--- src/msg_net_pkg.sv ---
package msg_net_pkg;

	// Message field widths
	localparam int ASZ = 6;
	localparam int DSZ = 8;
	localparam int RSZ = 4;
	localparam int MSG_W = 2 * ASZ + DSZ + RSZ;

	localparam int FIFO_DEPTH = 4;

	// Destination range walked by the generator
	localparam logic [ASZ-1:0] MIN_ADDR = 6'd1;
	localparam logic [ASZ-1:0] MAX_ADDR = 6'd5;

	// This endpoint's own address
	localparam logic [ASZ-1:0] SRC_ADDR = 6'd3;

	// Debug cases below this value select the generator page
	localparam logic [7:0] DBG_MAX_SRC_CASE = 8'd4;

	typedef enum logic {
		page_source,
		page_sink
	} dbg_page_t;

	// XOR fold of all nibbles, addresses zero padded to a byte
	function automatic logic [RSZ-1:0] calc_redun(
		input logic [ASZ-1:0] src,
		input logic [ASZ-1:0] dst,
		input logic [DSZ-1:0] dat
	);
		logic [7:0] src8;
		logic [7:0] dst8;
		src8 = {{(8 - ASZ){1'b0}}, src};
		dst8 = {{(8 - ASZ){1'b0}}, dst};
		return src8[3:0] ^ src8[7:4] ^ dst8[3:0] ^ dst8[7:4] ^ dat[3:0] ^ dat[7:4];
	endfunction

endpackage
--- src/msg_loop_top.sv ---
module msg_loop_top (
	input  logic                        i_clk,
	input  logic                        arst_n,
	input  logic                        run,
	input  logic [7:0]                  dbg_case,
	output logic                        o0_req,
	output logic [msg_net_pkg::ASZ-1:0] o0_src,
	output logic [msg_net_pkg::ASZ-1:0] o0_dst,
	output logic [msg_net_pkg::DSZ-1:0] o0_dat,
	output logic [msg_net_pkg::RSZ-1:0] o0_red,
	input  logic                        o0_ack,
	input  logic                        i0_req,
	input  logic [msg_net_pkg::ASZ-1:0] i0_src,
	input  logic [msg_net_pkg::ASZ-1:0] i0_dst,
	input  logic [msg_net_pkg::DSZ-1:0] i0_dat,
	input  logic [msg_net_pkg::RSZ-1:0] i0_red,
	output logic                        i0_ack,
	output logic [3:0]                  dbg_leds,
	output logic [3:0]                  dbg_disp0,
	output logic [3:0]                  dbg_disp1
);

	logic [3:0] sent_cnt;
	logic [3:0] last_dst;

	// Strobe from receiver to checker
	logic                        pop_valid;
	logic [msg_net_pkg::ASZ-1:0] pop_src;
	logic [msg_net_pkg::ASZ-1:0] pop_dst;
	logic [msg_net_pkg::DSZ-1:0] pop_dat;
	logic [msg_net_pkg::RSZ-1:0] pop_red;

	logic [3:0] err_flags;
	logic [3:0] info_0;
	logic [3:0] info_1;

	msg_source i_msg_source (
		.i_clk    (i_clk),
		.arst_n   (arst_n),
		.run      (run),
		.o0_ack   (o0_ack),
		.o0_req   (o0_req),
		.o0_src   (o0_src),
		.o0_dst   (o0_dst),
		.o0_dat   (o0_dat),
		.o0_red   (o0_red),
		.sent_cnt (sent_cnt),
		.last_dst (last_dst)
	);

	msg_sink i_msg_sink (
		.i_clk     (i_clk),
		.arst_n    (arst_n),
		.i0_req    (i0_req),
		.i0_src    (i0_src),
		.i0_dst    (i0_dst),
		.i0_dat    (i0_dat),
		.i0_red    (i0_red),
		.i0_ack    (i0_ack),
		.pop_valid (pop_valid),
		.pop_src   (pop_src),
		.pop_dst   (pop_dst),
		.pop_dat   (pop_dat),
		.pop_red   (pop_red)
	);

	msg_checker i_msg_checker (
		.i_clk     (i_clk),
		.arst_n    (arst_n),
		.pop_valid (pop_valid),
		.pop_src   (pop_src),
		.pop_dst   (pop_dst),
		.pop_dat   (pop_dat),
		.pop_red   (pop_red),
		.err_flags (err_flags),
		.info_0    (info_0),
		.info_1    (info_1)
	);

	dbg_display i_dbg_display (
		.i_clk     (i_clk),
		.arst_n    (arst_n),
		.dbg_case  (dbg_case),
		.sent_cnt  (sent_cnt),
		.last_dst  (last_dst),
		.err_flags (err_flags),
		.info_0    (info_0),
		.info_1    (info_1),
		.dbg_leds  (dbg_leds),
		.dbg_disp0 (dbg_disp0),
		.dbg_disp1 (dbg_disp1)
	);

endmodule

--- src/dbg_display.sv ---
module dbg_display (
	input  logic       i_clk,
	input  logic       arst_n,
	input  logic [7:0] dbg_case,
	input  logic [3:0] sent_cnt,
	input  logic [3:0] last_dst,
	input  logic [3:0] err_flags,
	input  logic [3:0] info_0,
	input  logic [3:0] info_1,
	output logic [3:0] dbg_leds,
	output logic [3:0] dbg_disp0,
	output logic [3:0] dbg_disp1
);

	msg_net_pkg::dbg_page_t page;

	assign page = (dbg_case < msg_net_pkg::DBG_MAX_SRC_CASE) ?
		msg_net_pkg::page_source : msg_net_pkg::page_sink;

	always_ff @(posedge i_clk or negedge arst_n) begin
		if (!arst_n) begin
			dbg_leds <= '0;
			dbg_disp0 <= '0;
			dbg_disp1 <= '0;
		end else begin
			case (page)
				msg_net_pkg::page_source: begin
					dbg_leds <= sent_cnt;
					dbg_disp0 <= last_dst;
					dbg_disp1 <= '0;
				end
				default: begin
					// Sink page
					dbg_leds <= err_flags;
					dbg_disp0 <= info_0;
					dbg_disp1 <= info_1;
				end
			endcase
		end
	end

endmodule

--- src/msg_checker.sv ---
module msg_checker (
	input  logic                        i_clk,
	input  logic                        arst_n,
	input  logic                        pop_valid,
	input  logic [msg_net_pkg::ASZ-1:0] pop_src,
	input  logic [msg_net_pkg::ASZ-1:0] pop_dst,
	input  logic [msg_net_pkg::DSZ-1:0] pop_dat,
	input  logic [msg_net_pkg::RSZ-1:0] pop_red,
	output logic [3:0]                  err_flags,
	output logic [3:0]                  info_0,
	output logic [3:0]                  info_1
);

	logic [msg_net_pkg::DSZ-1:0] exp_dat;

	logic bad_src;
	logic bad_dat;
	logic bad_red;

	assign bad_src = (pop_src != msg_net_pkg::SRC_ADDR);
	assign bad_dat = (pop_dat != exp_dat);
	assign bad_red = (pop_red != msg_net_pkg::calc_redun(pop_src, pop_dst, pop_dat));

	always_ff @(posedge i_clk or negedge arst_n) begin
		if (!arst_n) begin
			err_flags <= '0;
			info_0 <= '0;
			info_1 <= '0;
			exp_dat <= '0;
		end else if (pop_valid) begin
			// Info nibbles hold the first offender only
			if (bad_src) begin
				err_flags[0] <= 1'b1;
				if (!err_flags[0]) begin
					info_0 <= pop_src[3:0];
				end
			end
			if (bad_dat) begin
				err_flags[1] <= 1'b1;
				if (!err_flags[1]) begin
					info_1 <= pop_dst[3:0];
				end
			end
			if (bad_red) begin
				err_flags[2] <= 1'b1;
			end
			err_flags[3] <= 1'b1;
			// Resync on whatever arrived so one gap is not reported forever
			exp_dat <= pop_dat + 1'b1;
		end
	end

endmodule

--- src/msg_sink.sv ---
module msg_sink (
	input  logic                        i_clk,
	input  logic                        arst_n,
	input  logic                        i0_req,
	input  logic [msg_net_pkg::ASZ-1:0] i0_src,
	input  logic [msg_net_pkg::ASZ-1:0] i0_dst,
	input  logic [msg_net_pkg::DSZ-1:0] i0_dat,
	input  logic [msg_net_pkg::RSZ-1:0] i0_red,
	output logic                        i0_ack,
	output logic                        pop_valid,
	output logic [msg_net_pkg::ASZ-1:0] pop_src,
	output logic [msg_net_pkg::ASZ-1:0] pop_dst,
	output logic [msg_net_pkg::DSZ-1:0] pop_dat,
	output logic [msg_net_pkg::RSZ-1:0] pop_red
);

	logic                          wr_en;
	logic                          rd_en;
	logic [msg_net_pkg::MSG_W-1:0] rd_data;
	logic                          empty;
	logic                          full;

	// Take a message only on the rising side of the handshake
	assign wr_en = i0_req && !i0_ack && !full;
	assign rd_en = !empty;

	msg_fifo i_msg_fifo (
		.i_clk   (i_clk),
		.arst_n  (arst_n),
		.wr_en   (wr_en),
		.wr_data ({i0_src, i0_dst, i0_dat, i0_red}),
		.rd_en   (rd_en),
		.rd_data (rd_data),
		.empty   (empty),
		.full    (full)
	);

	always_ff @(posedge i_clk or negedge arst_n) begin
		if (!arst_n) begin
			i0_ack <= 1'b0;
			pop_valid <= 1'b0;
		end else begin
			if (wr_en) begin
				i0_ack <= 1'b1;
			end else if (i0_ack && !i0_req) begin
				i0_ack <= 1'b0;
			end
			pop_valid <= rd_en;
		end
	end

	always_ff @(posedge i_clk) begin
		if (rd_en) begin
			{pop_src, pop_dst, pop_dat, pop_red} <= rd_data;
		end
	end

endmodule

--- src/msg_fifo.sv ---
module msg_fifo (
	input  logic                          i_clk,
	input  logic                          arst_n,
	input  logic                          wr_en,
	input  logic [msg_net_pkg::MSG_W-1:0] wr_data,
	input  logic                          rd_en,
	output logic [msg_net_pkg::MSG_W-1:0] rd_data,
	output logic                          empty,
	output logic                          full
);

	logic [msg_net_pkg::MSG_W-1:0] mem [msg_net_pkg::FIFO_DEPTH];

	logic [$clog2(msg_net_pkg::FIFO_DEPTH)-1:0] head;
	logic [$clog2(msg_net_pkg::FIFO_DEPTH)-1:0] tail;
	logic [$clog2(msg_net_pkg::FIFO_DEPTH+1)-1:0] count;

	logic do_wr;
	logic do_rd;

	assign empty = (count == 0);
	assign full = (count == msg_net_pkg::FIFO_DEPTH);
	assign do_wr = wr_en && !full;
	assign do_rd = rd_en && !empty;

	// Show-ahead read of the oldest entry
	assign rd_data = mem[head];

	always_ff @(posedge i_clk) begin
		if (do_wr) begin
			mem[tail] <= wr_data;
		end
	end

	always_ff @(posedge i_clk or negedge arst_n) begin
		if (!arst_n) begin
			head <= '0;
			tail <= '0;
			count <= '0;
		end else begin
			if (do_wr) begin
				tail <= (tail == msg_net_pkg::FIFO_DEPTH - 1) ? '0 : tail + 1'b1;
			end
			if (do_rd) begin
				head <= (head == msg_net_pkg::FIFO_DEPTH - 1) ? '0 : head + 1'b1;
			end
			// Simultaneous read and write leaves the count alone
			if (do_wr && !do_rd) begin
				count <= count + 1'b1;
			end else if (do_rd && !do_wr) begin
				count <= count - 1'b1;
			end
		end
	end

endmodule

--- src/msg_source.sv ---
module msg_source (
	input  logic                        i_clk,
	input  logic                        arst_n,
	input  logic                        run,
	input  logic                        o0_ack,
	output logic                        o0_req,
	output logic [msg_net_pkg::ASZ-1:0] o0_src,
	output logic [msg_net_pkg::ASZ-1:0] o0_dst,
	output logic [msg_net_pkg::DSZ-1:0] o0_dat,
	output logic [msg_net_pkg::RSZ-1:0] o0_red,
	output logic [3:0]                  sent_cnt,
	output logic [3:0]                  last_dst
);

	typedef enum logic {
		st_idle,
		st_req
	} src_state_t;

	src_state_t state;

	// Fields of the message to be sent next
	logic [msg_net_pkg::ASZ-1:0] nxt_dst;
	logic [msg_net_pkg::DSZ-1:0] nxt_dat;

	assign o0_src = msg_net_pkg::SRC_ADDR;
	assign o0_req = (state == st_req);
	assign last_dst = o0_dst[3:0];

	always_ff @(posedge i_clk or negedge arst_n) begin
		if (!arst_n) begin
			state <= st_idle;
			nxt_dst <= msg_net_pkg::MIN_ADDR;
			nxt_dat <= '0;
			o0_dst <= '0;
			o0_dat <= '0;
			o0_red <= '0;
			sent_cnt <= '0;
		end else begin
			case (state)
				st_idle: begin
					// Far side must have released ack from the previous message
					if (run && !o0_ack) begin
						o0_dst <= nxt_dst;
						o0_dat <= nxt_dat;
						o0_red <= msg_net_pkg::calc_redun(msg_net_pkg::SRC_ADDR, nxt_dst, nxt_dat);
						nxt_dst <= (nxt_dst >= msg_net_pkg::MAX_ADDR) ?
							msg_net_pkg::MIN_ADDR : nxt_dst + 1'b1;
						nxt_dat <= nxt_dat + 1'b1;
						// Counted when the message is issued
						sent_cnt <= sent_cnt + 1'b1;
						state <= st_req;
					end
				end
				st_req: begin
					if (o0_ack) begin
						state <= st_idle;
					end
				end
				default: state <= st_idle;
			endcase
		end
	end

endmodule

--- config.mk ---
export PLATFORM = sky130hd
export DESIGN_NAME = msg_loop_top
export DESIGN_NICKNAME = d
export VERILOG_FILES = /design/src/msg_net_pkg.sv /design/src/msg_loop_top.sv /design/src/dbg_display.sv /design/src/msg_checker.sv /design/src/msg_sink.sv /design/src/msg_fifo.sv /design/src/msg_source.sv
export SDC_FILE = /design/constraint.sdc
export NUM_CORES = 1
export LEC_CHECK = 0
export BUFFER_PORTS_ARGS = -buffer_cell sky130_fd_sc_hd__buf_4
export CAP_MARGIN = 25
export CORE_MARGIN = 2
export CORE_UTILIZATION = 55
export CTS_CLUSTER_SIZE = 16
export DETAILED_ROUTE_END_ITERATION = 6
export HOLD_SLACK_MARGIN = 0.12
export PLACE_DENSITY = 0.75
export SLEW_MARGIN = 30
export SYNTH_ARGS = -nofsm -noshare
export SYNTH_HDL_FRONTEND = slang
export SYNTH_SLANG_ARGS = --single-unit
export TNS_END_PERCENT = 10
--- constraint.sdc ---
create_clock -name i_clk -period 3.47 [get_ports i_clk]
set_clock_uncertainty 0.05 [all_clocks]
set_input_delay 0.347 -clock i_clk [delete_from_list [all_inputs] [get_ports i_clk]]
set_output_delay 0.347 -clock i_clk [all_outputs]
set_load 0.02 [all_outputs]
==> impl_results.md <==
- Result of the run: complete, no violations
- Final worst slack: 1.16 ns
- Setup violation total in the final timing report: 0
- Path category of the worst min-delay check: primary input to flop
- Fraction of synthesized cell area taken by the top area cell type: 45.7%
- Critical Path AT: 2.38 ns
- Starting Density: 56.6%
- Flop and latch count out of synthesis: 198
- FFs w/ async S/R, synth: 39.4%
- Worst Setup Start Kind: flop
- Wire per inst: 16.7 µm
- Clock tree from TritonCTS: done
- Type of destination of the critical path: flop
- Area of the core: 13900 µm²
- Part of the cycle the worst path needs: 66.5%
- Sequence of cells on the critical path: nor3b_1 > nor3b_2 > and2_1 > buf_4
- Post-synthesis average cell area: 16.5 µm²
- Register area share after synthesis: 70.4%
- Clock-pin slew on the worst setup and hold paths: 0.07 ns
- Main area contributors after synthesis: sky130_fd_sc_hd__edfxtp_1 46%, sky130_fd_sc_hd__dfrtp_1 24%, sky130_fd_sc_hd__mux4_2 6.8%
- Layout Nets: 628
- Most frequent cells after synthesis: 120 x sky130_fd_sc_hd__edfxtp_1, 77 x sky130_fd_sc_hd__dfrtp_1, 56 x sky130_fd_sc_hd__nand2_1
- Leakage Power: 3.74 nW
- Vertical extent of the die: 124 µm
- Wire length of the first global-routing pass: 21000 µm
- Number of design-rule violations left by the first detailed-router iteration: 328
- Final period demand of the worst path: 2.31 ns
- Required time of the worst setup path: 3.54 ns
- Total power density per cell area: 824 nW/µm²
- Die boundary width: 124 µm
- Synthesis-to-layout area growth: 19.6%
- Total power after layout: 7.77 mW
- Share of final-layout standard cells stronger than drive strength 1: 26.2%
- Hold Violations, Final: 0
- Final ANT Viol Nets: 0
- Critical Setup Path Class: flop to flop
- Count of flip-flops with a built-in enable after synthesis: 120
- Cell accounting for the most synthesized area: sky130_fd_sc_hd__edfxtp_1
- Setup repair after global routing missed its margin: false
- Post-detailed-placement half-perimeter wirelength: 8240 µm
- Skew-Pair Late Insertion Delay: 0.43 ns
- Slowest stage cell, crit path: sky130_fd_sc_hd__and2_1
- Number of unique standard cell types used by synthesis: 42
- Slew at the pin closest to its max-slew limit: 0.896 ns
- Post-CTS setup repair buffer count: 0
- Final weighted congestion in routability-driven placement: 0.775
- Slew margin rel.: 40.1%
- Via count of the routed design: 4066
- Setup slack at placement: 1.13 ns
- Ys flop type: sky130_fd_sc_hd__edfxtp_1
- Root buffer cell: sky130_fd_sc_hd__clkbuf_16
- Most frequently used cell type in the post-synthesis netlist: sky130_fd_sc_hd__edfxtp_1
- Average via count per standard cell: 5.27
- Mapped Area: 7890 µm²
- Max clock buf depth: 2
- Row count: 43
- Max cap viols: 0
- Number of iterations in the first detailed-routing pass: 4
- Die area: 15300 µm²
- Final-layout setup total negative slack: 0 ns
- Number of slew-limit violations in the final report: 0
- Mapped Cells: 477
- Via count of the first global-routing pass: 4097
- Synth warnings: 0
- Max stage delay on crit path: 0.62 ns
- Grt ovf: 0
- Number of antenna violations at the first check in global routing: 0
- Routed wire length: 12900 µm
- Count of port buffers added during placement: 66
- Total clock sinks: 198
- Highest clock frequency the design can meet: 433 MHz
- H-Tree Level Count: 4
- ANT cells: 0
- Highest fanout seen on the critical path: 13
- Maximum vdd ir drop: 401 µV
- Io pins: 75
- Number of buffers created by CTS: 17
- Largest net degree at the start of global routing: 79
- Gr usage total: 18.7%
- Detailed-route DRC error count: 0
## stage by stage
step	hold slack, ns	cells	utilization [%]	area [µm²]
after CTS	0.122	771	67.7	9430
final	0.132	771	67.7	9440
after global routing	0.132	771	67.7	9440
after global placement	0.397	712	61.5	8570
after detailed placement	0.399	712	61.5	8570
after floorplan	0.00141	481	-	7910
## worst paths after layout
check | slack, ns | startpoint | cells after the start | end
setup reg to reg | 1.16 | i_msg_sink.i_msg_fifo.count[2]$_DFFE_PN0P_ | 4 | i_msg_sink.i_msg_fifo.mem[3][17]$_DFFE_PP_
setup / recovery | 1.16 | i_msg_sink.i_msg_fifo.count[2]$_DFFE_PN0P_ | 4 | i_msg_sink.i_msg_fifo.mem[3][17]$_DFFE_PP_
min in group asynchronous | 0.46 | arst_n | 2 | i_msg_checker.exp_dat[6]$_DFFE_PN0P_
max in group asynchronous | 2.40 | arst_n | 2 | i_msg_sink.i_msg_fifo.count[2]$_DFFE_PN0P_
hold / removal | 0.13 | i0_req | 2 | i_msg_sink.i0_ack$_DFFE_PN0P_
hold reg to reg | 0.42 | i_msg_checker.err_flags[3]$_DFFE_PN0P_ | 1 | i_msg_checker.err_flags[3]$_DFFE_PN0P_
## logic make-up after synthesis
logic type | count (synthesis) | share of synthesized area (%)
compound gates | 26 | 2.11
xor+xnor | 51 | 6.94
fa+ha+maj | 13 | 2.16
buf+inv | 31 | 1.82
flops | 198 | 70.4
mux | 45 | 9.81
other cells | 2 | 0.0952
simple gates | 111 | 6.64
## metal layers
| metal | part of all wire (%) | wire length, µm | track usage, % |
|---|---|---|---|
| met5 | 0 | 0 | 0 |
| met4 | 1.3 | 167 | 6.53 |
| met3 | 3.8 | 490 | 4.44 |
| met2 | 51 | 6560 | 30.7 |
| met1 | 44 | 5660 | 24.6 |
## final cells by class
cell class	instances	area [µm²]
Clock buffer	18	429
Clock inverter	14	165
Fill cell	939	4500
Inverter	9	33.8
Multi-Input combinational cell	252	2210
Sequential cell	198	5560
Tap cell	180	225
Timing Repair Buffer	100	822
## critical path, delay by kind of cell (launching register included)
kind,cells,cell delay [ns]
AND/OR/NAND/NOR,3,1.18
buffers and inverters,1,0.36
flip-flops,1,0.40
## registers in the layout, indices dropped and copies added, names as in the netlist, 6 cells and up
register                   flops
i_msg_sink.pop_src             6
i_msg_source.o0_dat            8
i_msg_sink.i_msg_fifo.mem     96
i_msg_sink.pop_dst             6
i_msg_source.nxt_dat           8
i_msg_source.o0_dst            6
i_msg_source.nxt_dst           6
i_msg_sink.pop_dat             8
i_msg_checker.exp_dat          8
## placed cells by master, fill, tap and decap left out, types with 2 or more instances in the layout
master / n
sky130_fd_sc_hd__edfxtp_1: 120
sky130_fd_sc_hd__dfrtp_1: 77
sky130_fd_sc_hd__buf_4: 72
sky130_fd_sc_hd__nand2_1: 56
sky130_fd_sc_hd__xnor2_1: 30
sky130_fd_sc_hd__dlygate4sd3_1: 27
sky130_fd_sc_hd__mux4_2: 24
sky130_fd_sc_hd__mux2_2: 19
sky130_fd_sc_hd__clkbuf_16: 17
sky130_fd_sc_hd__nor2_1: 16
sky130_fd_sc_hd__xor2_1: 14
sky130_fd_sc_hd__ha_1: 12
sky130_fd_sc_hd__o21ai_0: 10
sky130_fd_sc_hd__and2_1: 8
sky130_fd_sc_hd__inv_1: 8
sky130_fd_sc_hd__a21oi_1: 8
sky130_fd_sc_hd__nand3_1: 6
sky130_fd_sc_hd__nand4_1: 6
sky130_fd_sc_hd__xnor3_1: 6
sky130_fd_sc_hd__conb_1: 6
sky130_fd_sc_hd__inv_6: 6
sky130_fd_sc_hd__and3_1: 4
sky130_fd_sc_hd__nand2b_1: 4
sky130_fd_sc_hd__nor3b_2: 2
sky130_fd_sc_hd__nor3_1: 2
sky130_fd_sc_hd__mux2i_1: 2
sky130_fd_sc_hd__nor2b_1: 2
sky130_fd_sc_hd__a41oi_1: 2
sky130_fd_sc_hd__bufinv_16: 2
sky130_fd_sc_hd__clkinv_4: 2
sky130_fd_sc_hd__clkinvlp_4: 2
## timing repair
item                                    4_1_cts  5_1_grt
gates resized for setup                       0        0
endpoints found under the setup margin        0        0
hold buffers                                 27        0
hold endpoints to repair                    174        0
## where the power goes
part | total, mW | switching, mW | internal, mW
registers | 3.61 | 0.469 | 3.14
clock network | 1.94 | 0.863 | 1.08
logic | 2.22 | 1.01 | 1.21
Power figures use the tool's default switching activity.
